$ cat config.mk
export PLATFORM = sky130hd
export DESIGN_NAME = inst_queue
export DESIGN_NICKNAME = d
export VERILOG_FILES = /design/src/dispatch_pkg.sv /design/src/inst_queue.sv
export SDC_FILE = /design/constraint.sdc
export NUM_CORES = 1
export LEC_CHECK = 0
export CAP_MARGIN = 15
export CELL_PAD_IN_SITES_DETAIL_PLACEMENT = 1
export CELL_PAD_IN_SITES_GLOBAL_PLACEMENT = 1
export CORE_ASPECT_RATIO = 0.75
export CORE_UTILIZATION = 50
export CTS_CLUSTER_SIZE = 10
export DETAILED_ROUTE_END_ITERATION = 10
export DONT_BUFFER_PORTS = 1
export GPL_TIMING_DRIVEN = 1
export PLACE_DENSITY = 0.7
export SLEW_MARGIN = 20
export SYNTH_ARGS = -nofsm -noshare
export SYNTH_HDL_FRONTEND = slang
export SYNTH_SLANG_ARGS = --single-unit
$ cat constraint.sdc
create_clock -name clk -period 8.1 [get_ports clk]
set_input_delay 0.405 -clock clk [delete_from_list [all_inputs] [get_ports clk]]
set_output_delay 0.405 -clock clk [all_outputs]
set_load 0.02 [all_outputs]
$ cat src/dispatch_pkg.sv
package dispatch_pkg;

    localparam int issue_width = 2;
    localparam int reg_count = 16;
    localparam int reg_addr_w = 4;
    localparam int data_w = 32;
    localparam int queue_depth = 8;

    // derived sizes
    localparam int q_ptr_w = $clog2(queue_depth);
    localparam int q_count_w = $clog2(queue_depth + 1);
    localparam int rf_read_ports = 2 * issue_width;

    // values match the opcode field of the instruction word
    typedef enum logic [3:0] {
        op_nop  = 4'h0,
        op_add  = 4'h1,
        op_sub  = 4'h2,
        op_and  = 4'h3,
        op_xor  = 4'h4,
        op_addi = 4'h5,
        op_mul  = 4'h6
    } op_t;

    typedef logic [31:0] inst_word_t;

    typedef struct packed {
        logic                  valid;
        logic [data_w-1:0]     pc;
        op_t                   op;
        logic [reg_addr_w-1:0] rd;
        logic                  rd_we;
        logic [reg_addr_w-1:0] rs1;
        logic                  rs1_re;
        logic [reg_addr_w-1:0] rs2;
        logic                  rs2_re;
        logic [data_w-1:0]     imm;
    } decoded_op_t;

    typedef struct packed {
        logic                  valid;
        logic [data_w-1:0]     pc;
        op_t                   op;
        logic [reg_addr_w-1:0] rd;
        logic                  rd_we;
        logic [data_w-1:0]     src_a;
        logic [data_w-1:0]     src_b;
    } issued_op_t;

    // one pending register write
    typedef struct packed {
        logic                  we;
        logic [reg_addr_w-1:0] addr;
        logic [data_w-1:0]     data;
    } forward_t;

    typedef struct packed {
        logic                  valid;
        logic [data_w-1:0]     pc;
        logic [reg_addr_w-1:0] rd;
        logic                  rd_we;
        logic [data_w-1:0]     data;
    } retire_t;

endpackage

$ cat src/inst_queue.sv
`timescale 1ns/1ps

module inst_queue (
    input  logic                                                 clk,
    input  logic                                                 reset_i,
    input  dispatch_pkg::decoded_op_t [dispatch_pkg::issue_width-1:0] wr_i,
    output logic [dispatch_pkg::q_count_w-1:0]                   room_o,
    output dispatch_pkg::decoded_op_t [dispatch_pkg::issue_width-1:0] head_o,
    input  logic [1:0]                                           pop_i
);
    import dispatch_pkg::*;

    decoded_op_t mem [queue_depth];

    logic [q_ptr_w-1:0]   rd_ptr;
    logic [q_ptr_w-1:0]   wr_ptr;
    logic [q_count_w-1:0] count;
    logic [1:0]           push_n;
    logic [q_ptr_w-1:0]   wr_ptr_1;

    assign push_n = 2'(wr_i[0].valid) + 2'(wr_i[1].valid);

    // lane 1 lands right after lane 0 when both push
    assign wr_ptr_1 = wr_ptr + q_ptr_w'(wr_i[0].valid);

    always_ff @(posedge clk) begin
        if (wr_i[0].valid) begin
            mem[wr_ptr] <= wr_i[0];
        end
        if (wr_i[1].valid) begin
            mem[wr_ptr_1] <= wr_i[1];
        end
    end

    always_ff @(posedge clk) begin
        if (reset_i) begin
            rd_ptr <= '0;
            wr_ptr <= '0;
            count <= '0;
        end else begin
            rd_ptr <= rd_ptr + q_ptr_w'(pop_i);
            wr_ptr <= wr_ptr + q_ptr_w'(push_n);
            count <= count + q_count_w'(push_n) - q_count_w'(pop_i);
        end
    end

    assign room_o = q_count_w'(queue_depth) - count;

    // two oldest entries, valid from the count
    always_comb begin
        head_o[0] = mem[rd_ptr];
        head_o[0].valid = (count != '0);
        head_o[1] = mem[rd_ptr + 1'b1];
        head_o[1].valid = (count > q_count_w'(1));
    end

    no_overflow_a: assert property (@(posedge clk) disable iff (reset_i)
        (int'(count) + int'(push_n) - int'(pop_i)) <= queue_depth);

    no_underflow_a: assert property (@(posedge clk) disable iff (reset_i)
        q_count_w'(pop_i) <= count);

endmodule

==> metrics.md <==
| Metric | Value |
|---|---|
| Status | complete, no violations |
| Mapped Area | 38500 µm² |
| Largest net degree at the start of global routing | 66 |
| Io pins | 344 |
| Starting Density | 50.9% |
| Layout Nets | 2482 |
| Crit path buffers/inverters | 2 |
| Fin crit period | 4.79 ns |
| Worst VDD drop | 0.000148 V |
| Layout area overhead | 14.7% |
| Relative slew slack | 20.9% |
| Core area | 75700 µm² |
| Clock slew at reported path FFs | 0.05 ns |
| Worst Tran Pin Value | 1.19 ns |
| DRC | 0 |
| Async SR Flop Fraction | 0% |
| Final Max Tran Viols | 0 |
| Reg2reg start | wr_ptr[0] |
| First-pass GRT wire length | 166000 µm |
| Root buffer cell | clkbuf_16 |
| Width of the chip | 322 µm |
| Clock sink count | 674 |
| Crit path kind | reg -> out |
| Total of max-cap violations | 0 |
| FF+latch count, synth | 674 |
| Worst Setup End Kind | output port |
| Number of synthesized flops with an enable pin | 664 |
| Power Density | 249 nW/µm² |
| Mean area per synthesized cell | 18.5 µm² |
| Vias per inst | 6.62 |
| Worst Path Max Fanout | 62 |
| Syn_nets | 2273 |
| Crit path arrival time | 4.39 ns |
| Die height | 242 µm |
| Synth area leaders | edfxtp_1, mux2_2, mux4_2 |
| Iter 0 DRT Violations | 1760 |
| Commonest non-fill, non-tap cell in the layout | mux2_2 |
| Gpl congestion | 0.749 |
| Synth area leader | edfxtp_1 |
| Vias post-DR | 22.2k |
| CP max-delay cell | buf_4 |
| Post-route clock skew | 0.0166 ns |
| RSZ-0062 raised after global routing | no |
| Required @ worst endpoint | 7.70 ns |
| Vias in the first global route | 24.6k |
| Most frequent cells in the layout | mux2_2, edfxtp_1, mux4_2 |
| Die area | 78100 µm² |
| Total Wirelength | 113000 µm |
| Min-delay src | reset_i |
| Routed len/inst | 33.7 µm |
| Share of the synthesized area in the top cell type | 51.8% |
| Sequential-to-total area share from yosys stat | 52.3% |
| Synth warn | 0 |
| Fin. Hold Viols | 0 |
| CTS buffer count | 79 |
| Placed cells | 2982 |
| Hold crit path type | in -> reg |
| Clock Path Buffers | 3 |
| Final setup vio count | 0 |
| Leakage power | 13.9 nW |
| Post-layout instance count excluding filler cells | 3352 |
| Row count | 87 |
| Setup crit start | rd_ptr[0] |
| Clock Latency Late Sink | 0.63 ns |
| Top FF cell, synth | edfxtp_1 |
| Critical path, cell by cell | buf_4 -> buf_4 -> mux4_2 -> mux2_2 |
| DRT Pass-1 Iters | 5 |
| Post-detail-place hpwl | 61000 µm |
| Port buffer count | 0 |
| Final ANT Viol Nets | 0 |
| CP top delay family | buffers and inverters |
| Most common cell on crit path | buf_4 |
| CTS tree | built |
| Htree depth | 3 |
| CP Launch Type | register |
| Resized cells post-CTS | 0 |
| Overflow after GRT | 0 |
| Max stage delay on crit path | 0.92 ns |
| Final worst-path cycle share | 59.2% |
| Post-synthesis cell count | 2083 |
| Initial antenna violation count | 7 |
| Fraction of layout cells with a size suffix above 1 | 52.9% |
| GRT Resource Usage Total | 29.2% |
| Netlist cell types | 34 |
| Fmax | 209 MHz |
| Setup TNS | 0 ns |
[cell families after synthesis]
family                   Yosys count  share of synthesized area (%)
AO/OA/AOI/OAI                     10                          0.169
XOR/XNOR                           8                          0.221
adder cells (fa/ha/maj)           18                          0.663
buffers and inverters            177                           2.47
flip-flops                       674                           52.3
multiplexers                    1163                           43.7
AND/OR/NAND/NOR                   33                          0.461
[power breakdown]
group,total (mW),switching [mW],internal [mW]
clock,3.22,1.39,1.83
sequential,4.49,0.195,4.29
combinational,3.27,1.87,1.40
[area by class of cell]
type | count | area, µm²
inverter | 10 | 37.5
sequential | 674 | 20200
clock buffer | 100 | 2140
clock inverter | 7 | 45.0
tap | 1023 | 1280
timing repair buffer | 295 | 2880
antenna | 11 | 27.5
multi-input combinational | 1232 | 17600
fill | 6547 | 31500
[cells in the mapped netlist, types with 2 or more instances]
master / instances
buf_1: 6
clkbuf_1: 26
inv_1: 10
nor2b_1: 7
buf_6: 7
nor2_1: 8
edfxtp_1: 664
xnor2_1: 5
mux2_1: 90
mux4_2: 332
nor3_2: 2
ha_1: 14
fa_1: 4
mux2_2: 741
nand2b_1: 4
buf_2: 99
buf_4: 29
nor3_1: 2
dfxtp_1: 10
o22ai_1: 4
nand2_1: 6
[flip-flops by register name, indices dropped and copies added (netlist names)]
register,flops
mem,664
count,4
rd_ptr,3
wr_ptr,3
[metrics by stage]
step                worst slack [ns]  util [%]  hold slack (ns)  total power [mW]  instance area [µm²]
floorplan                      0.818         -            0.570              6.89                38500
global placement                3.64      52.1            0.470              7.56                39400
detailed placement              3.50      52.1            0.472              7.64                39400
CTS                             3.18      58.3           0.0153              11.1                44100
global route                    3.02      58.4           0.0544              11.3                44200
finish                          3.31      58.4           0.0460              11.0                44200
[worst paths after layout]
kind	to	slack, ns	cells after the start
min	count[3]	0.05	2
min reg2reg	wr_ptr[2]	0.73	2
max reg2reg	mem[4][12]	3.51	7
max	head_o[163]	3.31	4
[worst register-to-register path, delay by kind of cell (launching register included)]
| kind | cells | cell delay, ns |
|---|---|---|
| AOI/OAI and AO/OA | 1 | 0.57 |
| adders and majority gates | 2 | 0.48 |
| buffers and inverters | 2 | 1.26 |
| DFF | 1 | 0.48 |
| and+or+nand+nor | 2 | 1.39 |
[per-layer routing]
metal | up-vias | track usage [%] | wire (µm)
met5 | - | 0 | 21
met4 | 4 | 9.23 | 3170
met3 | 181 | 5.89 | 7630
met2 | 776 | 48.6 | 56100
met1 | 12073 | 38.7 | 45900
li1 | 9163 | - | -
[timing repair]
action	in CTS	in global routing
hold buffers	251	0
setup buffers	0	0
hold endpoints to repair	674	0
(Power assumes the default switching activity.)
