<file path="src/dispatch_pkg.sv">
package dispatch_pkg;

    localparam int issue_width = 2;
    localparam int reg_count = 16;
    localparam int reg_addr_w = 4;
    localparam int data_w = 32;
    localparam int queue_depth = 8;

    // derived sizes
    localparam int q_ptr_w = $clog2(queue_depth);
    localparam int q_count_w = $clog2(queue_depth + 1);
    localparam int rf_read_ports = 2 * issue_width;

    // values match the opcode field of the instruction word
    typedef enum logic [3:0] {
        op_nop  = 4'h0,
        op_add  = 4'h1,
        op_sub  = 4'h2,
        op_and  = 4'h3,
        op_xor  = 4'h4,
        op_addi = 4'h5,
        op_mul  = 4'h6
    } op_t;

    typedef logic [31:0] inst_word_t;

    typedef struct packed {
        logic                  valid;
        logic [data_w-1:0]     pc;
        op_t                   op;
        logic [reg_addr_w-1:0] rd;
        logic                  rd_we;
        logic [reg_addr_w-1:0] rs1;
        logic                  rs1_re;
        logic [reg_addr_w-1:0] rs2;
        logic                  rs2_re;
        logic [data_w-1:0]     imm;
    } decoded_op_t;

    typedef struct packed {
        logic                  valid;
        logic [data_w-1:0]     pc;
        op_t                   op;
        logic [reg_addr_w-1:0] rd;
        logic                  rd_we;
        logic [data_w-1:0]     src_a;
        logic [data_w-1:0]     src_b;
    } issued_op_t;

    // one pending register write
    typedef struct packed {
        logic                  we;
        logic [reg_addr_w-1:0] addr;
        logic [data_w-1:0]     data;
    } forward_t;

    typedef struct packed {
        logic                  valid;
        logic [data_w-1:0]     pc;
        logic [reg_addr_w-1:0] rd;
        logic                  rd_we;
        logic [data_w-1:0]     data;
    } retire_t;

endpackage

</file>
<file path="src/exec_stage.sv">
`timescale 1ns/1ps

module exec_stage (
    input  logic                                                   clk,
    input  logic                                                   reset_i,
    input  dispatch_pkg::issued_op_t [dispatch_pkg::issue_width-1:0] issue_i,
    output dispatch_pkg::forward_t [dispatch_pkg::issue_width-1:0]   ex_fwd_o,
    output logic [dispatch_pkg::issue_width-1:0]                     ex_late_o,
    output dispatch_pkg::forward_t [dispatch_pkg::issue_width-1:0]   wb_fwd_o,
    output dispatch_pkg::retire_t [dispatch_pkg::issue_width-1:0]    retire_o
);
    import dispatch_pkg::*;

    logic [issue_width-1:0]              is_mul;
    logic [issue_width-1:0][data_w-1:0]  alu_res;
    logic [issue_width-1:0][data_w-1:0]  ex_data;

    function automatic logic [data_w-1:0] alu(op_t op, logic [data_w-1:0] a,
                                              logic [data_w-1:0] b);
        case (op)
            op_add, op_addi: return a + b;
            op_sub: return a - b;
            op_and: return a & b;
            op_xor: return a ^ b;
            default: return '0;
        endcase
    endfunction

    always_comb begin
        for (int l = 0; l < issue_width; l++) begin
            is_mul[l] = issue_i[l].op == op_mul;
            alu_res[l] = alu(issue_i[l].op, issue_i[l].src_a, issue_i[l].src_b);
            // mul result is only usable from writeback
            ex_fwd_o[l].we = issue_i[l].valid && issue_i[l].rd_we && !is_mul[l];
            ex_fwd_o[l].addr = issue_i[l].rd;
            ex_fwd_o[l].data = alu_res[l];
            ex_late_o[l] = issue_i[l].valid && issue_i[l].rd_we && is_mul[l];
            // low half of the product
            ex_data[l] = is_mul[l] ? issue_i[l].src_a * issue_i[l].src_b : alu_res[l];
        end
    end

    always_ff @(posedge clk) begin
        for (int l = 0; l < issue_width; l++) begin
            retire_o[l].valid <= issue_i[l].valid;
            retire_o[l].pc <= issue_i[l].pc;
            retire_o[l].rd <= issue_i[l].rd;
            retire_o[l].rd_we <= issue_i[l].rd_we;
            retire_o[l].data <= ex_data[l];
        end
        if (reset_i) begin
            for (int l = 0; l < issue_width; l++) begin
                retire_o[l].valid <= 1'b0;
            end
        end
    end

    // writeback register also feeds the regfile
    always_comb begin
        for (int l = 0; l < issue_width; l++) begin
            wb_fwd_o[l].we = retire_o[l].valid && retire_o[l].rd_we;
            wb_fwd_o[l].addr = retire_o[l].rd;
            wb_fwd_o[l].data = retire_o[l].data;
        end
    end

    // retirement stays in order from dispatch through writeback
    retire_order_a: assert property (@(posedge clk) disable iff (reset_i)
        retire_o[1].valid |-> retire_o[0].valid);

endmodule

</file>
<file path="config.mk">
export PLATFORM = sky130hd
export DESIGN_NAME = exec_stage
export DESIGN_NICKNAME = d
export VERILOG_FILES = /design/src/dispatch_pkg.sv /design/src/exec_stage.sv
export SDC_FILE = /design/constraint.sdc
export NUM_CORES = 2
export LEC_CHECK = 0
export BUFFER_PORTS_ARGS = -buffer_cell sky130_fd_sc_hd__buf_2
export CAP_MARGIN = 20
export CELL_PAD_IN_SITES_DETAIL_PLACEMENT = 2
export CELL_PAD_IN_SITES_GLOBAL_PLACEMENT = 2
export CORE_ASPECT_RATIO = 0.5
export CORE_MARGIN = 3
export CORE_UTILIZATION = 34
export CTS_CLUSTER_SIZE = 16
export DETAILED_ROUTE_END_ITERATION = 6
export PLACE_DENSITY = 0.79
export SLEW_MARGIN = 20
export SYNTH_ARGS = -nofsm -noshare
export SYNTH_HDL_FRONTEND = slang
export SYNTH_SLANG_ARGS = --single-unit
</file>
<file path="constraint.sdc">
create_clock -name clk -period 8.1 [get_ports clk]
set_input_delay 1.62 -clock clk [delete_from_list [all_inputs] [get_ports clk]]
set_output_delay 1.62 -clock clk [all_outputs]
set_load 0.02 [all_outputs]
</file>
==> results.sh <==
export IMPL_status="finished clean"
export IMPL_gr_max_usage_layer="met2"
export IMPL_ys_dominant_reg_cell="dfxtp_1"
export IMPL_post_route_min_period_ps=8040
export IMPL_avgSynthCellArea_um2=9.02
export IMPL_synth_top_cell_area_share_pct=39.7
export IMPL_routabilityCongestion=0.924
export IMPL_ant_nets=0
export IMPL_relSlewSlack_pct=33.9
export IMPL_muxShareOfSynthArea_pct=0.173
export IMPL_die_area_um2=126000
export IMPL_worst_slew_pin_slew_ps=989
export IMPL_vias=36503
export IMPL_core_um2=119000
export IMPL_slowest_delay_ps=540
export IMPL_firstDrtPassIters=5
export IMPL_yosysSeqAreaShare_pct=6.80
export IMPL_cts_sinks=140
export IMPL_die_x_um=498
export IMPL_start_util_pct=34.6
export IMPL_path_max_fanout=7
export IMPL_synth_compound_area_share_pct=8.40
export IMPL_setup_viol=0
export IMPL_required_ps=8450
export IMPL_synth_top_family_by_area="adder cells"
export IMPL_rsz0062_at_grt="true"
export IMPL_fmaxAchievable_ghz=0.124
export IMPL_synth_common_cells="fa_1, inv_1, and2_1"
export IMPL_synth_nets=5973
export IMPL_synthXorXnorAreaFrac_pct=5.97
export IMPL_synth_area_top_cells="fa_1, ha_1, and2_1"
export IMPL_ys_seq_elements=140
export IMPL_grt_max_degree=33
export IMPL_num_nets_final=6734
export IMPL_clk_pin_slew_ps=80
export IMPL_synthCells=4567
export IMPL_clock_tree_buffer_depth=2
export IMPL_postLayoutCoreUtil_pct=42.1
export IMPL_die_height_um=252
export IMPL_ctsHoldBuffers=0
export IMPL_reg_top3="retire_o: 140 flops"
export IMPL_core_rowCount=89
export IMPL_hold_path_end="retire_o[51]"
export IMPL_grt_use_met2_pct=57.3
export IMPL_cts_root_buf="clkbuf_16"
export IMPL_largest_reg_flops=140
export IMPL_met1_usage_pct=34.1
export IMPL_regArea_um2=2800
export IMPL_synth_cell_types=73
export IMPL_fillCellCount=13104
export IMPL_slowest_stage="fa_1"
export IMPL_routedWlPerCell_um=28.0
export IMPL_cp_start_kind="input pin"
export IMPL_area_growth_pct=21.7
export IMPL_multiInputGateArea_um2=34600
export IMPL_netlist_area_um2=41200
export IMPL_synth_edff_count=0
export IMPL_cts_made_buffers=17
export IMPL_grt_pass1_wl_um=285000
export IMPL_antenna_found_initial=22
export IMPL_instances_no_fill=6948
export IMPL_grt_ovfl_total=0
export IMPL_synth_most_common_cell="fa_1"
export IMPL_synth_top_area_cell="fa_1"
export IMPL_whs_path_depth=1
export IMPL_met3_usage_pct=3.16
export IMPL_drcViolationCount=0
export IMPL_cpMostUsedCell="fa_1"
export IMPL_hp_class="input pin to flip-flop"
export IMPL_hold_viol=0
export IMPL_totalWireLength_um=195000
export IMPL_path_class="input pin to flip-flop"
export IMPL_slew_viol_final=0
export IMPL_worstPathArrival_ps=8390
export IMPL_synth_fa_ha_area_share_pct=51.1
export IMPL_cts_htree_levels=4
export IMPL_min_period_over_period_pct=99.3
export IMPL_async_flop_share_pct=0
export IMPL_largest_register="retire_o"
export IMPL_synth_simple_gate_area_share_pct=16.7
export IMPL_boundaryPins=504
export IMPL_maxCapViolCount=0
export IMPL_cts_tree="yes"
export IMPL_critPathTopFamily="adder cells"
export IMPL_grt_total_usage_pct=30.4
export IMPL_dp_cells=6880
export IMPL_hold_start="issue_i[87]"
export IMPL_viasPerCell=5.25
export IMPL_cp_end_kind="flip-flop"
export IMPL_critPathLaunch="issue_i[145]"
export IMPL_drt_iter0_markers=2088
export IMPL_grt_pass1_vias=43620
export IMPL_crit_buf_inv=7
export IMPL_final_layout_size_suffix_gt1_share_pct=22.7
export IMPL_io_buffer_count=503
export IMPL_dp_hpwl_um=166000
export IMPL_yosys_warnings=0
[worst max-delay path by stage]
stage / endpoint / depth (start not counted) / slack, ps
final: retire_o[94] / 25 / 60
after global routing: retire_o[31] / 28 / -100
after detailed placement: retire_o[31] / 26 / -600
after CTS: ex_fwd_o[29] / 23 / 1
after floorplan: retire_o[31] / 26 / 10
after global placement: retire_o[96] / 24 / -430
[metrics by stage]
stage                     worst slack (ps)  hold slack (ps)  TNS [ps]  area [µm²]
after floorplan                       14.8             1650         0       41200
after global placement                -434             1720     -4050       48500
after detailed placement              -604             1720    -10760       48500
after CTS                            0.982             1200         0       49200
after global routing                 -97.5             1200      -665       50100
final                                 59.5             1240         0       50100
[cell usage in the layout, fill, tap and decap left out, types with 27 or more instances in the layout]
cell type	instances
xnor2_1	194
a21o_1	100
dfxtp_1	140
buf_6	27
buf_4	504
ha_1	363
a21oi_1	99
xor2_1	79
buf_2	478
a22oi_1	49
o21ai_1	46
o21ai_0	60
fa_1	796
inv_1	794
nor2_1	78
and2_1	593
nand2_1	489
[layout make-up]
cell class	instances	area share, %
timing repair buffer	1049	14.3
inverter	799	5.98
tap	1592	3.97
multi-input combinational	3321	68.9
clock buffer	18	0.876
antenna	15	0.0749
clock inverter	14	0.324
sequential	140	5.59
[what timing repair did]
item	in CTS	in global routing
pin swaps	2	76
cloned	0	1
setup buffers	1	19
endpoints found under the setup margin	15	28
gates resized for setup	19	189
[logic make-up (layout without fill, tap and decap cells)]
kind of cell,after synthesis,in the layout
compound gates,523,523
xor+xnor,281,281
fa+ha+maj,1192,1192
other cells,0,15
buf+inv,1106,1880
mux,7,7
flops,140,140
simple gates,1318,1318
[layer usage]
metal	share of wire, %	routed length, µm	vias to the layer above
li1	-	-	15450
met1	37	72500	19531
met2	53	103000	1056
met3	3.9	7490	460
met4	5.9	11500	6
met5	0.015	29	-
Power is left out: the tool's default activity adds up to more than one toggle a clock period on the data nets, which glitch-free logic cannot reach.
