===== config.mk =====
export PLATFORM = sky130hd
export DESIGN_NAME = dispatch
export DESIGN_NICKNAME = d
export VERILOG_FILES = /design/src/dispatch_pkg.sv /design/src/dispatch.sv
export SDC_FILE = /design/constraint.sdc
export NUM_CORES = 1
export LEC_CHECK = 0
export ABC_AREA = 1
export ABC_CLOCK_PERIOD_IN_PS = 1500
export BUFFER_PORTS_ARGS = -buffer_cell sky130_fd_sc_hd__buf_2
export CAP_MARGIN = 5
export CORE_AREA = 2 2 264 266
export CTS_CLUSTER_DIAMETER = 120
export DETAILED_ROUTE_END_ITERATION = 16
export DIE_AREA = 0 0 266 268
export PLACE_DENSITY_LB_ADDON = 0.2
export SLEW_MARGIN = 20
export SYNTH_ARGS = -nofsm -noshare
export SYNTH_HDL_FRONTEND = slang
export SYNTH_SLANG_ARGS = --single-unit

===== constraint.sdc =====
create_clock -name clk -period 1.5 [get_ports clk]
set_input_delay 0 -clock clk [delete_from_list [all_inputs] [get_ports clk]]
set_output_delay 0 -clock clk [all_outputs]
set_load 0.05 [all_outputs]

===== src/dispatch_pkg.sv =====
package dispatch_pkg;

    localparam int issue_width = 2;
    localparam int reg_count = 16;
    localparam int reg_addr_w = 4;
    localparam int data_w = 32;
    localparam int queue_depth = 8;

    // derived sizes
    localparam int q_ptr_w = $clog2(queue_depth);
    localparam int q_count_w = $clog2(queue_depth + 1);
    localparam int rf_read_ports = 2 * issue_width;

    // values match the opcode field of the instruction word
    typedef enum logic [3:0] {
        op_nop  = 4'h0,
        op_add  = 4'h1,
        op_sub  = 4'h2,
        op_and  = 4'h3,
        op_xor  = 4'h4,
        op_addi = 4'h5,
        op_mul  = 4'h6
    } op_t;

    typedef logic [31:0] inst_word_t;

    typedef struct packed {
        logic                  valid;
        logic [data_w-1:0]     pc;
        op_t                   op;
        logic [reg_addr_w-1:0] rd;
        logic                  rd_we;
        logic [reg_addr_w-1:0] rs1;
        logic                  rs1_re;
        logic [reg_addr_w-1:0] rs2;
        logic                  rs2_re;
        logic [data_w-1:0]     imm;
    } decoded_op_t;

    typedef struct packed {
        logic                  valid;
        logic [data_w-1:0]     pc;
        op_t                   op;
        logic [reg_addr_w-1:0] rd;
        logic                  rd_we;
        logic [data_w-1:0]     src_a;
        logic [data_w-1:0]     src_b;
    } issued_op_t;

    // one pending register write
    typedef struct packed {
        logic                  we;
        logic [reg_addr_w-1:0] addr;
        logic [data_w-1:0]     data;
    } forward_t;

    typedef struct packed {
        logic                  valid;
        logic [data_w-1:0]     pc;
        logic [reg_addr_w-1:0] rd;
        logic                  rd_we;
        logic [data_w-1:0]     data;
    } retire_t;

endpackage


===== src/dispatch.sv =====
`timescale 1ns/1ps

module dispatch (
    input  logic                                                  clk,
    input  logic                                                  reset_i,
    input  dispatch_pkg::decoded_op_t [dispatch_pkg::issue_width-1:0] head_i,
    output logic [1:0]                                            pop_o,
    output logic [dispatch_pkg::rf_read_ports-1:0][dispatch_pkg::reg_addr_w-1:0] rf_addr_o,
    input  logic [dispatch_pkg::rf_read_ports-1:0][dispatch_pkg::data_w-1:0]     rf_data_i,
    input  dispatch_pkg::forward_t [dispatch_pkg::issue_width-1:0]  ex_fwd_i,
    input  logic [dispatch_pkg::issue_width-1:0]                    ex_late_i,
    input  dispatch_pkg::forward_t [dispatch_pkg::issue_width-1:0]  wb_fwd_i,
    output dispatch_pkg::issued_op_t [dispatch_pkg::issue_width-1:0] issue_o
);
    import dispatch_pkg::*;

    logic                                  lane1_dep;
    logic                                  pair_ok;
    logic [issue_width-1:0]                lane_issue;
    logic [issue_width-1:0]                lane_late;
    logic                                  stall;
    logic [rf_read_ports-1:0][data_w-1:0]  operand;
    issued_op_t [issue_width-1:0]          issue_d;

    // lane 1 must not read what lane 0 writes
    assign lane1_dep = head_i[0].rd_we &&
        ((head_i[1].rs1_re && head_i[1].rs1 == head_i[0].rd) ||
         (head_i[1].rs2_re && head_i[1].rs2 == head_i[0].rd));

    // mul always goes alone
    assign pair_ok = head_i[0].valid && head_i[1].valid && !lane1_dep &&
                     head_i[0].op != op_mul && head_i[1].op != op_mul;

    assign lane_issue = {pair_ok, head_i[0].valid};

    // late hazard: a mul result is not ready in execute
    always_comb begin
        for (int l = 0; l < issue_width; l++) begin
            lane_late[l] = 1'b0;
            for (int k = 0; k < issue_width; k++) begin
                if (lane_issue[l] && ex_late_i[k]) begin
                    if (head_i[l].rs1_re && head_i[l].rs1 == ex_fwd_i[k].addr) begin
                        lane_late[l] = 1'b1;
                    end
                    if (head_i[l].rs2_re && head_i[l].rs2 == ex_fwd_i[k].addr) begin
                        lane_late[l] = 1'b1;
                    end
                end
            end
        end
    end

    assign stall = |lane_late;
    assign pop_o = stall ? 2'd0 : 2'(lane_issue[0]) + 2'(lane_issue[1]);

    for (genvar l = 0; l < issue_width; l++) begin : g_rf_addr
        assign rf_addr_o[2*l] = head_i[l].rs1;
        assign rf_addr_o[2*l+1] = head_i[l].rs2;
    end

    // later loops override: ex beats wb beats regfile, lane 1 beats lane 0
    always_comb begin
        for (int p = 0; p < rf_read_ports; p++) begin
            operand[p] = rf_data_i[p];
            for (int k = 0; k < issue_width; k++) begin
                if (wb_fwd_i[k].we && wb_fwd_i[k].addr == rf_addr_o[p]) begin
                    operand[p] = wb_fwd_i[k].data;
                end
            end
            for (int k = 0; k < issue_width; k++) begin
                if (ex_fwd_i[k].we && ex_fwd_i[k].addr == rf_addr_o[p]) begin
                    operand[p] = ex_fwd_i[k].data;
                end
            end
        end
    end

    always_comb begin
        for (int l = 0; l < issue_width; l++) begin
            issue_d[l].valid = lane_issue[l] && !stall;
            issue_d[l].pc = head_i[l].pc;
            issue_d[l].op = head_i[l].op;
            issue_d[l].rd = head_i[l].rd;
            issue_d[l].rd_we = head_i[l].rd_we;
            issue_d[l].src_a = head_i[l].rs1_re ? operand[2*l] : head_i[l].imm;
            issue_d[l].src_b = head_i[l].rs2_re ? operand[2*l+1] : head_i[l].imm;
        end
    end

    // a stall sends an empty pair
    always_ff @(posedge clk) begin
        issue_o <= issue_d;
        if (reset_i) begin
            for (int l = 0; l < issue_width; l++) begin
                issue_o[l].valid <= 1'b0;
            end
        end
    end

endmodule


==> reports/results.txt <==
Top post-synthesis cells by area -> dfxtp_1 (32%), nand2_1 (26%), a21oi_1 (9.7%)
Most used DFF post-synth -> dfxtp_1
Worst Slack Setup Final -> 0.0608 ns
CTS tree -> yes
CP Class -> in -> reg
Overall die height -> 268 um
VDD IR max -> 0.804 mV
Clock sinks -> 212
Crit path max fanout -> 5
First-pass GRT wire length -> 128 mm
CP dominant cell by count -> nand2_1
DRT antenna net count -> 0
Ys async rst share -> 0
Synth top area share -> 0.317
Count leader, synth -> nand2_1
Biggest regs -> issue_o: 212 flops
Die width -> 266 um
Filler cell count -> 7269
Sequential area share after synthesis -> 0.317
Final global-route overflow total -> 0
Dpl ws -> -0.270 ns
Initial Util -> 0.196
Cell variety after synth -> 24
Slowest cell on crit path -> dlygate4sd3_1
Mux share of post-synthesis cell area -> 0
Crit start category -> input pin
TritonCTS buffer count -> 28
Design area -> 25300 sq um
Htree depth -> 1
Core Util, Final -> 0.371
Final hold violation count -> 3
Max stage delay on crit path -> 0.55 ns
Worst-path clk slew -> 0.07 ns
Worst path cell trace -> buf_4 -> buf_12 -> inv_2 -> nand2_1 -> nand2_1 -> nor2_2 -> nand2_2 -> nor2_8 -> buf_6 -> clkbuf_16 -> a21oi_1 -> nand2_1 -> dlygate4sd3_1 -> nand2_1 -> nand2_1
1st-iter DRT viols -> 1712
Yosys reg bits -> 212
Yosys Warn Count -> 0
Initial antenna violation count -> 9
CTS root buf -> clkbuf_16
Pre-Repair DR Iteration Count -> 8
Max Cap Viol -> 0
Placed cell areas -> 18900 sq um
Worst setup EP type -> register
Share of cells above drive strength 1 -> 0.306
Drt total wl -> 95.9 mm
Top delay family on crit path -> buffers and inverters
Worst path arrival time -> 1.93 ns
Hpwl dp -> 67.1 mm
DR vias/cell -> 4.59
RSZ-0062 raised after global routing -> yes
Vias in the first global route -> 19670
Static Leak -> 13.3 nW
Row count -> 96
Min Tclk post-route -> 1.44 ns
Worst path bufs/invs -> 6
Cell taking the most area after synthesis -> dfxtp_1
Mapped Cells -> 2265
Syn Std Cell Area -> 13400 sq um
Post-synth EDFFs -> 0
Setup tns final -> 0 ns
Die area -> 71300 sq um
WHS -> -0.0533 ns
Slew headroom -> 0.732
Min-delay worst type -> in -> reg
Post-Synth XOR/XNOR Area -> 0.00850
Tcrit/Tclk final -> 0.959
Number of I/O pins -> 678
Failing checks -> negative hold slack
Max reg flops -> 212
Max Freq -> 0.695 GHz
Largest family of logic cells by synthesized area -> simple AND/OR/NAND/NOR gates
Synth Area in Compound Gates -> 0.102
Placer congestion estimate -> 0.903
Adder-cell share of the synthesized area -> 0.000935
All-Layer GR Usage -> 0.240
Post-Syn Area per Cell -> 5.91 sq um
Max Slew Vio Count -> 0
Core ar. -> 68200 sq um
Worst slew pin tran -> 0.402 ns
Post-synth top cells -> nand2_1 (924), nor2_1 (289), a21oi_1 (260), dfxtp_1 (212), nand3_1 (142)
Final net count -> 3913
Total number of vias -> 20064
Layout area overhead -> 89.3%
# DRC -> 0
DR WL/cell -> 21.9 um
Pwr dens -> 845 nW/um^2
Worst Path Required -> 1.99 ns
Largest net degree at the start of global routing -> 65
Syn Nets -> 2714
Setup violators final -> 0
Port-buffer cells -> 677
Status -> complete, but fails checks
Biggest register -> issue_o
Simple-Gate Fraction of Synth Area -> 0.479
Deepest clock path buffer count -> 3
[path summary, 6_finish.rpt]
kind / slack, ns / to / cells after the start / startpoint
worst min-delay path: -0.05 / issue_o[134] / 7 / rf_data_i[124]
worst max-delay path: 0.06 / issue_o[135] / 15 / head_i[119]
[area by class of cell]
class                           count  area, sq um  share of cell area
Antenna cell                        4         10.0            0.000395
Clock inverter                     16          194             0.00765
Tap cell                          882         1100              0.0435
Sequential cell                   212         4240               0.167
Inverter                           83          322              0.0127
Multi-Input combinational cell   1805         8140               0.321
Timing Repair Buffer             1334        10600               0.418
Clock buffer                       34          743              0.0293
[repair_timing]
action / CTS / global route
endpoints found under the setup margin: 2 / 49
hold endpoints to repair: 212 / 14
cloned: 0 / 17
setup buffers: 0 / 63
pin swaps: 0 / 33
resized for setup: 5 / 119
hold buffers: 427 / 14
[report_power, final]
group / internal [mW] / leakage, nW / switching (mW)
Clock: 4.07 / 0.467 / 2.94
Combinational: 2.89 / 11.1 / 5.21
Sequential: 6.14 / 1.79 / 0.159
Total: 13.1 / 13.3 / 8.31
[cell families (layout without fill, tap and decap cells)]
kind of cell    count (synthesis)  in the layout
xor+xnor                       13             13
buf+inv                       248           1467
other cells                     0              4
flops                         212            212
simple gates                 1518           1518
fa+ha+maj                       1              1
compound gates                273            273
[layout by cell type (no fill, tap or decap), types with 4 or more instances in the layout]
cell / instances
dlygate4sd3_1: 411
clkbuf_1: 4
nand2_2: 18
dfxtp_1: 212
inv_2: 26
nand2_1: 908
buf_12: 64
nor2_4: 16
nand3_2: 4
nor2_1: 271
buf_2: 661
clkbuf_16: 43
buf_4: 151
inv_6: 4
nor2_2: 20
inv_1: 54
nor2_8: 4
a21oi_1: 258
xor2_1: 7
xnor2_1: 4
buf_6: 19
clkinv_2: 6
nand3_4: 5
dlymetal6s4s_1: 8
nand3_1: 139
o21ai_1: 9
nand4_1: 129
diode_2: 4
[per-layer routing]
layer | track usage | up-vias | wire length, um | part of all wire
li1 | - | 9696 | - | -
met1 | 0.293 | 9157 | 38900 | 0.41
met2 | 0.423 | 1024 | 45900 | 0.48
met3 | 0.0409 | 177 | 7460 | 0.078
met4 | 0.0828 | 10 | 3620 | 0.038
met5 | 0 | - | 63 | 0.00066
[metrics by stage]
stage,power (mW),instances
5_1_grt,22.3,4367
2_1_floorplan,10.3,2265
3_3_place_gp,13.2,3819
4_1_cts,21.2,4296
6_report,21.4,4370
3_5_place_dp,13.1,3819
No activity file was read; power rests on OpenSTA's default activity.
