## src/dispatch_pkg.sv

```systemverilog
package dispatch_pkg;

    localparam int issue_width = 2;
    localparam int reg_count = 16;
    localparam int reg_addr_w = 4;
    localparam int data_w = 32;
    localparam int queue_depth = 8;

    // derived sizes
    localparam int q_ptr_w = $clog2(queue_depth);
    localparam int q_count_w = $clog2(queue_depth + 1);
    localparam int rf_read_ports = 2 * issue_width;

    // values match the opcode field of the instruction word
    typedef enum logic [3:0] {
        op_nop  = 4'h0,
        op_add  = 4'h1,
        op_sub  = 4'h2,
        op_and  = 4'h3,
        op_xor  = 4'h4,
        op_addi = 4'h5,
        op_mul  = 4'h6
    } op_t;

    typedef logic [31:0] inst_word_t;

    typedef struct packed {
        logic                  valid;
        logic [data_w-1:0]     pc;
        op_t                   op;
        logic [reg_addr_w-1:0] rd;
        logic                  rd_we;
        logic [reg_addr_w-1:0] rs1;
        logic                  rs1_re;
        logic [reg_addr_w-1:0] rs2;
        logic                  rs2_re;
        logic [data_w-1:0]     imm;
    } decoded_op_t;

    typedef struct packed {
        logic                  valid;
        logic [data_w-1:0]     pc;
        op_t                   op;
        logic [reg_addr_w-1:0] rd;
        logic                  rd_we;
        logic [data_w-1:0]     src_a;
        logic [data_w-1:0]     src_b;
    } issued_op_t;

    // one pending register write
    typedef struct packed {
        logic                  we;
        logic [reg_addr_w-1:0] addr;
        logic [data_w-1:0]     data;
    } forward_t;

    typedef struct packed {
        logic                  valid;
        logic [data_w-1:0]     pc;
        logic [reg_addr_w-1:0] rd;
        logic                  rd_we;
        logic [data_w-1:0]     data;
    } retire_t;

endpackage

```

## src/decode_unit.sv

```systemverilog
`timescale 1ns/1ps

module decode_unit (
    input  logic                                                 clk,
    input  logic                                                 reset_i,
    input  logic [dispatch_pkg::issue_width-1:0]                 fetch_valid_i,
    input  dispatch_pkg::inst_word_t [dispatch_pkg::issue_width-1:0] fetch_inst_i,
    input  logic [dispatch_pkg::data_w-1:0]                      fetch_pc_i,
    output logic                                                 fetch_stall_o,
    output dispatch_pkg::decoded_op_t [dispatch_pkg::issue_width-1:0] q_wr_o,
    input  logic [dispatch_pkg::q_count_w-1:0]                   q_room_i
);
    import dispatch_pkg::*;

    logic [1:0] pending_n;

    function automatic decoded_op_t decode_word(inst_word_t w, logic [data_w-1:0] pc);
        decoded_op_t d;
        d = '0;
        d.pc = pc;
        d.rd = w[27:24];
        d.rs1 = w[23:20];
        d.rs2 = w[19:16];
        d.imm = {{16{w[15]}}, w[15:0]};
        case (w[31:28])
            op_add, op_sub, op_and, op_xor, op_mul: begin
                d.op = op_t'(w[31:28]);
                d.rs1_re = 1'b1;
                d.rs2_re = 1'b1;
                d.rd_we = 1'b1;
            end
            op_addi: begin
                d.op = op_addi;
                d.rs1_re = 1'b1;
                d.rd_we = 1'b1;
            end
            // unknown opcodes still retire, but write nothing
            default: d.op = op_nop;
        endcase
        if (d.rd == '0) begin
            d.rd_we = 1'b0;
        end
        return d;
    endfunction

    // the pair still in flight to the queue counts against its room
    assign pending_n = 2'(q_wr_o[0].valid) + 2'(q_wr_o[1].valid);
    assign fetch_stall_o = q_room_i < (q_count_w'(pending_n) + q_count_w'(2));

    always_ff @(posedge clk) begin
        q_wr_o[0] <= decode_word(fetch_inst_i[0], fetch_pc_i);
        q_wr_o[1] <= decode_word(fetch_inst_i[1], fetch_pc_i + data_w'(4));
        for (int l = 0; l < issue_width; l++) begin
            q_wr_o[l].valid <= fetch_valid_i[l] && !fetch_stall_o;
        end
        if (reset_i) begin
            for (int l = 0; l < issue_width; l++) begin
                q_wr_o[l].valid <= 1'b0;
            end
        end
    end

    // fetch lanes arrive packed, lane 0 first
    lane_order_a: assert property (@(posedge clk) disable iff (reset_i)
        (fetch_valid_i[1] && !fetch_stall_o) |-> fetch_valid_i[0]);

endmodule

```

## config.mk

```make
export PLATFORM = sky130hd
export DESIGN_NAME = decode_unit
export DESIGN_NICKNAME = d
export VERILOG_FILES = /design/src/dispatch_pkg.sv /design/src/decode_unit.sv
export SDC_FILE = /design/constraint.sdc
export NUM_CORES = 1
export LEC_CHECK = 0
export BUFFER_PORTS_ARGS = -buffer_cell sky130_fd_sc_hd__buf_4
export CAP_MARGIN = 20
export CORE_AREA = 2 2 106 108
export DETAILED_ROUTE_END_ITERATION = 7
export DIE_AREA = 0 0 108 110
export GPL_TIMING_DRIVEN = 0
export PLACE_DENSITY = 0.71
export SLEW_MARGIN = 20
export SYNTH_ARGS = -nofsm -noshare
export SYNTH_HDL_FRONTEND = slang
export SYNTH_SLANG_ARGS = --single-unit
export TNS_END_PERCENT = 100
```

## constraint.sdc

```tcl
create_clock -name clk -period 1.8 [get_ports clk]
set_input_delay 0.09 -clock clk [delete_from_list [all_inputs] [get_ports clk]]
set_output_delay 0.09 -clock clk [all_outputs]
set_load 0.03 [all_outputs]
```

==> results of run 1 <==
==> cells in the mapped netlist (3+ instances only) <==
| cell | count | area share |
|---|---|---|
| sky130_fd_sc_hd__buf_4 | 34 | 0.068 |
| sky130_fd_sc_hd__nor2_1 | 6 | 0.0060 |
| sky130_fd_sc_hd__inv_1 | 7 | 0.0070 |
| sky130_fd_sc_hd__nor3_1 | 3 | 0.0040 |
| sky130_fd_sc_hd__dfxtp_1 | 134 | 0.72 |
| sky130_fd_sc_hd__xnor2_1 | 17 | 0.040 |
| sky130_fd_sc_hd__nor3_2 | 3 | 0.0080 |
| sky130_fd_sc_hd__ha_1 | 4 | 0.013 |
| sky130_fd_sc_hd__xor2_1 | 11 | 0.026 |
| sky130_fd_sc_hd__nand2_1 | 4 | 0.0040 |
| sky130_fd_sc_hd__a211oi_1 | 5 | 0.010 |
| sky130_fd_sc_hd__nand4_1 | 6 | 0.010 |
| sky130_fd_sc_hd__and3_1 | 10 | 0.017 |
| sky130_fd_sc_hd__nand3_1 | 16 | 0.021 |
==> metal layers <==
layer,part of all wire,track usage,routed length [µm],up-vias
met3,0.088,0.0923,1190,32
met4,0.033,0.114,447,0
met5,0,0,0,-
met2,0.54,0.423,7270,175
li1,-,-,-,1694
met1,0.34,0.210,4600,1635
==> logic make-up (layout without fill, tap and decap cells) <==
family | Yosys count | after routing | share of synthesized area
and+or+nand+nor | 61 | 61 | 0.103
buffers and inverters | 42 | 452 | 0.0767
AOI/OAI and AO/OA | 11 | 11 | 0.0224
other | 1 | 3 | 0.00100
DFF | 134 | 134 | 0.718
xor gates and xnor gates | 28 | 28 | 0.0657
adders and majority gates | 4 | 4 | 0.0134
==> critical path: stages (launching register included) <==
cell	delay, ns
sky130_fd_sc_hd__dfxtp_2	0.33
sky130_fd_sc_hd__ha_4	0.17
sky130_fd_sc_hd__ha_4	0.20
sky130_fd_sc_hd__a21o_1	0.20
sky130_fd_sc_hd__a211oi_4	0.25
sky130_fd_sc_hd__buf_6	0.17
==> placed cells by master, fill, tap and decap left out, types with 2 or more instances in the layout <==
| master | n |
|---|---|
| sky130_fd_sc_hd__o41a_1 | 2 |
| sky130_fd_sc_hd__dlygate4sd3_1 | 105 |
| sky130_fd_sc_hd__xor2_1 | 11 |
| sky130_fd_sc_hd__clkbuf_16 | 16 |
| sky130_fd_sc_hd__nor3_1 | 3 |
| sky130_fd_sc_hd__a211oi_1 | 4 |
| sky130_fd_sc_hd__clkinvlp_4 | 2 |
| sky130_fd_sc_hd__a21oi_1 | 2 |
| sky130_fd_sc_hd__ha_4 | 2 |
| sky130_fd_sc_hd__nor2_1 | 6 |
| sky130_fd_sc_hd__bufinv_16 | 5 |
| sky130_fd_sc_hd__inv_1 | 7 |
| sky130_fd_sc_hd__clkinv_4 | 3 |
| sky130_fd_sc_hd__clkbuf_1 | 2 |
| sky130_fd_sc_hd__conb_1 | 2 |
| sky130_fd_sc_hd__dfxtp_2 | 2 |
| sky130_fd_sc_hd__and3_1 | 10 |
| sky130_fd_sc_hd__buf_4 | 306 |
| sky130_fd_sc_hd__nor3_2 | 3 |
| sky130_fd_sc_hd__nand3_1 | 16 |
| sky130_fd_sc_hd__xnor2_1 | 17 |
| sky130_fd_sc_hd__ha_1 | 2 |
| sky130_fd_sc_hd__nand4_1 | 6 |
| sky130_fd_sc_hd__nand2_1 | 4 |
| sky130_fd_sc_hd__nand4_2 | 2 |
| sky130_fd_sc_hd__clkbuf_8 | 2 |
| sky130_fd_sc_hd__clkinv_2 | 2 |
| sky130_fd_sc_hd__and2_1 | 2 |
| sky130_fd_sc_hd__nor3b_1 | 2 |
| sky130_fd_sc_hd__dfxtp_1 | 132 |
==> report_power, final <==
group	switching, µW	leakage, µW	internal, µW
clock	1250	0.000305	2430
combinational	713	0.00225	643
sequential	63.4	0.00113	3140
==> area by class of cell <==
cell class | instances | area share
multi-input combinational | 106 | 0.105
tap | 140 | 0.0228
buffer | 35 | 0.0338
timing repair buffer | 378 | 0.403
inverter | 7 | 0.00341
clock inverter | 12 | 0.0262
sequential | 134 | 0.349
clock buffer | 20 | 0.0566
antenna | 1 | 0.000325
==> per-stage QoR <==
| stage | setup WS (ns) | setup TNS [ns] |
|---|---|---|
| floorplan | 0.0290 | 0 |
| global placement | 0.261 | 0 |
| detailed placement | 0.242 | 0 |
| CTS | -0.142 | -0.142 |
| global route | -0.194 | -0.194 |
| finish | -0.135 | -0.135 |
==> path summary, 6_finish.rpt <==
check	end	cells past startpoint	slack, ns
setup reg to reg	q_wr_o[83]	6	0.33
hold reg to reg	q_wr_o[167]	6	1.13
hold / removal	q_wr_o[167]	4	0.05
setup / recovery	fetch_stall_o	5	-0.14
==> repair_timing <==
action | in CTS | in global routing
gates resized for setup | 6 | 0
hold buffers | 105 | 0
endpoints found under the setup margin | 1 | 1
setup buffers | 1 | 0
hold endpoints to repair | 132 | 0
pin swaps | 3 | 0
==> results by stage, run 1 <==
Status:
- The run finished, with violations left.
- The final reports fail on setup timing.

Detailed routing:
- The total routed wirelength is 13500 µm.
- The first detailed-routing pass ran for 4 iterations.
- The routed layout has 3536 vias.
- After detailed routing, the number of vias per cell comes to 4.24.
- The violation count after the first detailed-route iteration is 184.
- The average wire per standard cell is 16.2 µm.
- The count of antenna-violating nets left after detailed routing is 0.
- The residual DRC count is 0.

Yosys:
- Yosys mapped a number of flops with a built-in enable equal to 0.
- The part of the Yosys area used for sequential elements is 0.718.
- The number of warnings issued by yosys is 0.
- Counting distinct cell types in the post-synthesis netlist gives 30.
- After synthesis, the share of flip-flops with an asynchronous set or reset is 0.
- The commonest register cell after synthesis is sky130_fd_sc_hd__dfxtp_1.
- Synthesis produced 281 cells.
- The cell area after synthesis is about 3700 µm².
- The synthesis-stage register bit count is roughly 130.
- After synthesis, the mean cell area works out to 13.3 µm².

Cells and area:
- Summing all flip-flop and latch instances after layout gives 2690 µm².
- The multi-input logic area is 807 µm².
- In the final layout, the registers with the most flip-flops are q_wr_o (134).
- The number of flip-flops under the largest register name is 134.
- The number of standard cells in the final layout excluding fillers is ~830.
- q_wr_o holds more flip-flops than any other register.
- The layout net count is 787.
- From synthesis to final layout, the design area changed by 106%.
- In the final layout, the share of cells above drive strength 1 is 0.507.
- The share of the core filled with cells is 0.720.
- The number of filler instances in the final layout is about 680.
- After routing the design area is 7700 µm².

Global routing:
- The wire length of the first global-routing pass is 19500 µm.
- After global routing the overflow that remains totals 0.
- The total routing resource utilization after global routing is 0.225.
- The number of antenna violations at the first check in global routing is 1.
- Entering global routing, the biggest net connects 18 pins.
- The via count of the first global-routing pass is 3678.

Min path:
- The hold path startpoint is q_room_i[3].
- The path category of the worst min-delay check is in -> reg.

STA:
- The slew at the pin closest to its max-slew limit is 0.568 ns.
- The hold violation total from the final report is 0.
- On the final layout, the worst clock skew is around 0.0000039 ns.
- The final cycle utilization of the critical path is 1.08.
- The max-slew violation count is 0.
- The count of final setup violators is 1.
- The worst slew margin relative to its limit is 0.618.
- Setup repair after global routing could not meet its margin everywhere.
- The final critical-path setup slack is -0.135 ns.
- For this run, the top clock speed supported by timing is 517 MHz.
- Across all hold checks on the routed design, the worst slack comes to 0.0462 ns.
- The worst path in the final design needs a cycle of 1.94 ns, including I/O delays and setup.

Floorplan:
- 273 I/O pins were placed.
- The initial utilization of the core area, before any placement, comes to 0.349.
- The number of cell rows is 38.
- The area of the die is about 12000 µm².
- The die outline width is 108 µm.
- In this run the standard cell core region covers around 11000 µm².
- The floorplan step set the die height to between 100 and 150 µm.

Worst setup path:
- The data arrival time at the worst-slack endpoint is ~1.9 ns.
- The startpoint-to-endpoint class of the critical path is reg -> out.
- The worst setup path is captured at an output port.
- The launch instance of the worst register-to-register path is q_wr_o[167].
- The highest net fanout along the worst path is 2.
- The startpoint of the most critical setup path is q_wr_o[167].
- The required time of the critical path is around 1.7 ns.
- The critical path launch point type is a flop.

Placed design:
- Once placement completed, the tool counted placed cells totaling 694.
- The post-detailed-placement half-perimeter wirelength is 8770 µm.
- The port buffer count is about 270.
- The placed instances occupy a cell area of 5970 µm².
- The weighted congestion reported at the end of routability-driven placement is a little over 0.8.

Power and ir drop:
- The analysis attributes to cell leakage a power of 0.00369 µW.
- For this design the ratio of total power to cell area is 1070 nW/µm².
- The peak supply drop is 0.798 mV.
- The total power is 8230 µW.

Clocking:
- Counting the buffers created by CTS gives 17.
- The number of H-tree branching levels is 4.
- In this run the deepest clock path goes through 2 buffers.
- Clock tree synthesis found a total of 134 sinks.
- The CTS tree is done.
- The clock transition time at the flip-flop clock pins of the worst setup and hold paths is roughly 0.060 ns.
- The clock reaches the later pin of the worst-skew pair after ~0.51 ns.
- The clock root buffer master is sky130_fd_sc_hd__clkbuf_8.

Job:
- Max-cap violations in this run came to 0.
Power figures use the tool's default switching activity.
==> inputs of run 2 (changes only) <==
Settings changed: CORE_AREA 2 2 106 108 to 2 2 105 107, CTS_BUF_LIST set to sky130_fd_sc_hd__clkbuf_8, DIE_AREA 0 0 108 110 to 0 0 107 109, PLACE_DENSITY 0.71 to 0.72.
==> run 2 against run 1 <==
Compared with the run above:
- the run still ends with setup timing left
- flip-flop and latch count did not move
- clock power fell by 17%
- setup slack improved by 0.081 ns
- critical path depth did not move
- combinational power barely moved
- critical path type unchanged
- largest cell class unchanged
- largest power group is now registers
- highest routed layer unchanged
==> results by stage, run 2 (same netlist as run 1, synthesis figures left out) <==
Status:
- The run finished, with violations left.
- The checks that failed: setup timing.

Clocking:
- The maximum root-to-sink buffer count is 2.
- The cell sitting at the root of the clock tree is a sky130_fd_sc_hd__clkbuf_8.
- Clock-pin slew was measured on the worst setup and hold paths at 0.08 ns.
- Clock tree synthesis found a total of 134 sinks.
- The H-tree was split into 4 levels.
- The TritonCTS buffer count is 17.
- The clock insertion delay at the later pin of the skew report is 0.43 ns.
- TritonCTS built the clock tree.

Worst setup path:
- The startpoint-to-endpoint class of the critical path is reg -> out.
- The highest net fanout along the worst path is 2.
- Data arrives at the worst endpoint at 1.76 ns.
- The critical path launch point type is a flop.
- The category of the worst setup path capture point is an output port.
- Data on the critical path is required at its endpoint by 1.71 ns.

STA:
- The shortest period the worst path allows is 1.85 ns.
- The final critical-path setup slack is -0.0543 ns.
- The top achievable clock speed is 539 MHz.
- The max-slew violation count is 0.
- The slew at the pin closest to its max-slew limit is 0.574 ns.
- The final cycle utilization of the critical path is 1.03.
- Setup violations remaining at the end of the flow were counted as 1.
- The hold violation total from the final report is 0.
- Headroom to the max-slew limit came out at 0.617.
- Setup repair after global routing could not meet its margin everywhere.
- The worst-case clock skew is 0.00502 ns.

Cells and area:
- Counting flops per register, the top entry is q_wr_o.
- The most frequent standard cell in the layout excluding fill and tap cells is sky130_fd_sc_hd__buf_4.
- The largest registers in the layout are q_wr_o (134).
- The layout net count is between 700 and 800.
- The finished layout holds 835 standard cells, fillers aside.
- In the layout the commonest cells are sky130_fd_sc_hd__buf_4, sky130_fd_sc_hd__dfxtp_1, sky130_fd_sc_hd__dlygate4sd3_1, sky130_fd_sc_hd__clkbuf_8, sky130_fd_sc_hd__xnor2_1.
- The area of all sequential standard cells is ~2700 µm².
- In the final layout, the share of cells above drive strength 1 is 0.511.
- The register with the most flip-flops in the layout has approximately 130 of them.
- The layout has 720 filler cells.
- The multi-input combinational cells in the finished layout cover a total of 818 µm².
- The synthesis-to-layout area growth is 103%.

Power and ir drop:
- The analysis attributes to cell leakage a power of 0.00364 µW.
- For this design the ratio of total power to cell area is roughly 1000 nW/µm².
- The combinational cell fraction of total power is 0.179.
- The cell internal power dissipation is about 5700 µW.
- Of the total power, registers draw 0.421.
- IR analysis of the VDD net gives a maximum drop of 0.509 mV.
- Of the total power, the share spent switching nets is 0.252.
- The portion of total power attributed to the clock network is 0.400.
- The power spent charging and discharging nets is approximately 1900 µW.

Min path:
- The path category of the worst min-delay check is in -> reg.

Floorplan:
- The top-level I/O count is 273.
- The number of cell rows is 38.
- In this run the vertical extent of the chip is between 100 and 150 µm.
- The die outline width is around 110 µm.
- The total area inside the core boundary comes to 10600 µm².
- The effective utilization at floorplan is 0.352.
- The area of the die is 11700 µm².

Detailed routing:
- Dividing the detail-routed wire length by the instance count gives 16.2 µm.
- The residual DRC count is 0.
- The number of vias per cell after detailed routing is between 4 and 5.
- The count of antenna-violating nets left after detailed routing is 0.
- The length of the first detailed-routing pass in iterations is 4.
- Summed over all layers, the routed wires come to ~14000 µm.
- The violation count after the first detailed-route iteration is 148.
- Detailed routing inserted a total of ~3.6k vias.

Job:
- The number of maximum-capacitance constraint violations is 0.

Global routing:
- The total congestion overflow after global routing is 0.
- The first global-routing pass estimated 19400 µm of wire.
- The total routing resource utilization after global routing is 0.227.
- The number of antenna violations at the first check in global routing was 2.
- The maximum number of pins on one net before global-route repair is 18.
- The via count of the first global-routing pass is 3601.

Placed design:
- Counting tap cells, the placed design contains a total of 694 instances.
- The post-detailed-placement half-perimeter wirelength is 8940 µm.
- The congestion estimate from routability-driven global placement came to about 0.8.
- Timing analysis after detailed placement gives a worst setup slack of 0.225 ns.
- The count of buffers added on input and output ports is 272.
==> run 2: cell types whose count changed in the layout (fill, tap and decap cells not counted), moves of 2 or more <==
cell,before,now
sky130_fd_sc_hd__clkbuf_8,2,20
sky130_fd_sc_hd__clkinv_2,2,0
sky130_fd_sc_hd__clkbuf_16,16,0
sky130_fd_sc_hd__clkbuf_1,2,0
sky130_fd_sc_hd__clkinvlp_4,2,4
sky130_fd_sc_hd__clkinv_4,3,0
==> run 2: routing by layer <==
| metal | up-vias | global-route usage | wire length, µm |
|---|---|---|---|
| met3 | 22 | 0.0807 | 997 |
| met5 | - | 0 | 0 |
| li1 | 1695 | - | - |
| met1 | 1710 | 0.224 | 4810 |
| met4 | 0 | 0.0955 | 272 |
| met2 | 166 | 0.429 | 7470 |
==> run 2: power by group through the flow <==
stage	Combinational (µW)	Sequential (µW)	Clock [µW]
3_5_place_dp	1150	3260	0
2_1_floorplan	219	3590	0
5_1_grt	1420	3210	3240
4_1_cts	1340	3190	3100
6_report	1360	3190	3040
3_3_place_gp	1130	3250	0
==> run 2: path summary, 6_finish.rpt <==
kind	start	to	slack [ns]	depth (start not counted)
worst max-delay path	q_wr_o[83]	fetch_stall_o	-0.05	5
worst min-delay path	q_room_i[3]	q_wr_o[167]	0.23	5
worst max register to register	q_wr_o[83]	q_wr_o[83]	0.24	7
worst min register to register	q_wr_o[167]	q_wr_o[167]	1.23	7
==> run 2: worst max-delay path, cell delays in order, from the launching register on <==
cell and delay [ns]:
sky130_fd_sc_hd__dfxtp_2 0.34, sky130_fd_sc_hd__ha_4 0.17, sky130_fd_sc_hd__ha_4 0.20, sky130_fd_sc_hd__a21o_1 0.19, sky130_fd_sc_hd__a211oi_4 0.28, sky130_fd_sc_hd__buf_6 0.17
==> run 2: metrics by stage <==
step | area (µm²) | power, µW | util | setup TNS (ns) | hold WS (ns)
finish | 7580 | 7590 | 0.715 | -0.0543 | 0.230
global route | 7580 | 7860 | 0.715 | -0.123 | 0.250
CTS | 7560 | 7630 | 0.713 | -0.0520 | 0.0797
detailed placement | 5970 | 4400 | 0.563 | 0 | 0.196
global placement | 5970 | 4380 | 0.563 | 0 | 0.194
floorplan | 3750 | 3810 | - | 0 | 0.118
==> run 2: layout make-up <==
cell class	instances	share of cell area
timing repair buffer	379	0.411
sequential	134	0.354
multi-input combinational	106	0.108
clock buffer	20	0.0363
buffer	35	0.0343
clock inverter	12	0.0294
tap	140	0.0231
inverter	7	0.00347
antenna	2	0.000660
==> run 2: timing repair <==
item | CTS | global route
setup buffers | 1 | 1
hold buffers | 105 | 0
resized for setup | 6 | 2
gates cloned | 0 | 0
endpoints found under the hold margin | 132 | 0
setup endpoints to repair | 1 | 3
pin swaps | 3 | 3
==> inputs of run 3 (changes only) <==
Settings changed: REMOVE_ABC_BUFFERS set to 1.
==> run 3 against run 2 <==
Compared with the run above:
- the run still ends with setup timing left
- combinational power decreased by 4%
- die area unchanged
- non-clock buffer count decreased by 35
- sequential share of layout area increased by 1.7 points
- clock-buffer cell count increased by 1
- fmax decreased by 3.3%
- first-iteration DRC count increased by 2.0%
- hold slack improved by 0.047 ns
- critical path type unchanged
- critical endpoint unchanged
- largest cell class unchanged
- largest power group unchanged
==> results by stage, run 3 (same netlist as run 1, synthesis figures left out) <==
STA:
- The hold violation total from the final report is 0.
- At the pin with the least slew margin, the transition time is 0.582 ns.
- The final cycle utilization of the critical path is 1.07.
- The max-slew violation count is 0.
- The final critical-path setup slack is -0.118 ns.
- For the finished layout, the period the worst path requires is about 1.9 ns.
- Headroom to the max-slew limit came out at 0.611.
- The worst-case clock skew is 0.00542 ns.
- Derived from the worst setup path, the maximum achievable clock frequency is 521 MHz.
- The count of final setup violators is 1.
- Setup repair after global routing could not meet its margin everywhere.
- On the final layout, the worst hold slack is around 0.28 ns.

Global routing:
- Global routing finished with a remaining overflow of 0.
- The via count of the first global-routing pass came to 3519.
- The first global-routing pass estimated 19300 µm of wire.
- Entering global routing, the biggest net connects 18 pins.
- The total routing resource utilization after global routing is 0.227.
- The number of antenna violations at the first check in global routing is 0.

Placed design:
- Summed over all nets, the half-perimeter wirelength after detailed placement is 8010 µm.
- The worst slack at placement is 0.142 ns.
- The weighted congestion reported at the end of routability-driven placement is 0.729.
- The cell total after placement is around 660.
- The count of buffers added on input and output ports is about 270.

Cells and area:
- The synthesis-to-layout area growth is 93.4%.
- The register bank with the most flops is q_wr_o.
- The number of flip-flops under the largest register name is 134.
- The number of standard cells in the final layout excluding fillers is around 800.
- In the final layout, the registers with the most flip-flops are q_wr_o (134).
- Leaving out fill and tap cells, the most frequent cell in the layout is sky130_fd_sc_hd__buf_4.
- Leaving out fill and tap cells, the most frequent cells in the layout are sky130_fd_sc_hd__buf_4, sky130_fd_sc_hd__dfxtp_1, sky130_fd_sc_hd__dlygate4sd3_1, sky130_fd_sc_hd__clkbuf_8, sky130_fd_sc_hd__xnor2_1.
- The repair_antennas step left the layout with diodes totalling 0.
- The layout has 698 filler cells.
- The share of the core filled with cells is 0.681.
- Of the cells placed in the final design, the portion with a size suffix greater than 1 is 0.480.
- The layout net count is 753.

Floorplan:
- The core region is 10600 µm².
- The effective utilization at floorplan is 0.352.
- The number of cell rows is 38.
- In this run the vertical extent of the chip is approximately 110 µm.
- The area of the die is 11700 µm².
- During I/O placement, the number of pins put on the boundary was approximately 270.
- The die outline width is 107 µm.

Detailed routing:
- After detailed routing, the number of remaining DRC violations is 0.
- The length of the first detailed-routing pass in iterations is 4.
- The number of vias per cell after detailed routing is between 4 and 5.
- In the final routed layout, each cell accounts on average for 16.8 µm.
- Wires add up to about 13000 µm.
- The count of antenna-violating nets left after detailed routing is 0.
- The violation count after the first detailed-route iteration is 151.
- The number of vias after detailed routing is 3435.

Clocking:
- The cell sitting at the root of the clock tree is a sky130_fd_sc_hd__clkbuf_8.
- The clock insertion delay at the later pin of the skew report is 0.44 ns.
- TritonCTS built the clock tree.
- The clock net in this run drives a total of 134 sinks.
- Clock-pin slew was measured on the worst setup and hold paths at roughly 0.08 ns.
- The TritonCTS buffer count is 17.
- The clock tree synthesis step divided the H-tree into 4 levels.
- The maximum root-to-sink buffer count is 2.

Power and ir drop:
- Summing internal, switching and leakage power gives 7100 µW.
- Dividing total power by cell area gives a power density of 983 nW/µm².
- For this design the static power due to leakage is 0.00345 µW.
- The peak supply drop is 0.593 mV.

Min path:
- The path category of the worst min-delay check is in -> reg.
- The worst hold path depth is 5.

Job:
- The number of maximum-capacitance constraint violations is 0.

Worst setup path:
- On the worst path, the slowest cell contributes a delay of 0.35 ns.
- Of all nets on the critical path, the largest fanout is 2.
- The critical path launch point type is a flop.
- The length in cells of the worst reg-to-reg path is 7.
- The worst setup path is captured at an output port.
- The standard cell with the maximum stage delay on the critical path is sky130_fd_sc_hd__dfxtp_2.
- Counting stages on the worst path, the most repeated cell is sky130_fd_sc_hd__ha_4.
- The startpoint-to-endpoint class of the critical path is reg -> out.
- Data on the critical path is required at its endpoint by about 1.7 ns.
- Data on the critical path arrives at its endpoint at 1.83 ns.
- Traced cell by cell, the critical path runs through ha_4, ha_4, a21o_1, a211oi_2, buf_4.

Status:
- The flow ran to the end, but the final reports show violations.
- The final reports fail on setup timing.
-- run 3: cell types whose count changed in the layout (fill, tap and decap cells not counted), moves of 2 or more --
cell | before | now
sky130_fd_sc_hd__buf_4 | 307 | 274
sky130_fd_sc_hd__bufinv_16 | 6 | 3
sky130_fd_sc_hd__clkinv_2 | 0 | 3
sky130_fd_sc_hd__clkinvlp_4 | 4 | 2
sky130_fd_sc_hd__diode_2 | 2 | 0
sky130_fd_sc_hd__inv_1 | 8 | 10
-- run 3: critical path, delay by kind of cell (launching register included) --
kind,cells,cell delay (ns)
DFF,1,0.35
buffers and inverters,1,0.20
adders and majority gates,2,0.38
AOI/OAI and AO/OA,2,0.45
-- run 3: cell type report --
class | count | area, µm² | area share
Clock buffer | 21 | 289 | 0.0400
Clock inverter | 11 | 131 | 0.0182
Inverter | 7 | 26.3 | 0.00364
Multi-Input combinational cell | 106 | 808 | 0.112
Sequential cell | 134 | 2690 | 0.372
Tap cell | 140 | 175 | 0.0243
Timing Repair Buffer | 379 | 3110 | 0.430
-- run 3: timing repair --
| action | in CTS | in global routing |
|---|---|---|
| hold endpoints to repair | 132 | 0 |
| hold buffers | 105 | 0 |
| resized for setup | 6 | 1 |
| buffers inserted | 1 | 1 |
| setup endpoints to repair | 1 | 2 |
| pin swaps | 2 | 2 |
-- run 3: routing by layer --
| layer | part of all wire | global-route usage | wire, µm | up-vias |
|---|---|---|---|---|
| li1 | - | - | - | 1624 |
| met1 | 0.34 | 0.213 | 4530 | 1613 |
| met4 | 0.030 | 0.103 | 405 | 0 |
| met5 | 0 | 0 | 0 | - |
| met2 | 0.55 | 0.434 | 7390 | 164 |
| met3 | 0.081 | 0.0897 | 1090 | 34 |
-- run 3: through the flow --
stage          setup TNS (ns)  area [µm²]
5_1_grt                -0.168        7220
2_1_floorplan          -63.68        3480
4_1_cts               -0.0526        7210
3_3_place_gp                0        5700
6_report               -0.118        7220
3_5_place_dp                0        5700
-- run 3: worst paths after layout --
path,from,to,slack [ns]
max,q_wr_o[167],fetch_stall_o,-0.12
min,q_room_i[3],q_wr_o[167],0.28
max reg2reg,q_wr_o[167],q_wr_o[167],0.20
min reg2reg,q_wr_o[83],q_wr_o[83],1.35
-- run 3: where the power goes --
part | total, µW | internal [µW] | switching, µW
Sequential | 3200 | 3130 | 63.5
Clock | 2610 | 1490 | 1110
Combinational | 1300 | 598 | 701
Total | 7100 | 5230 | 1880
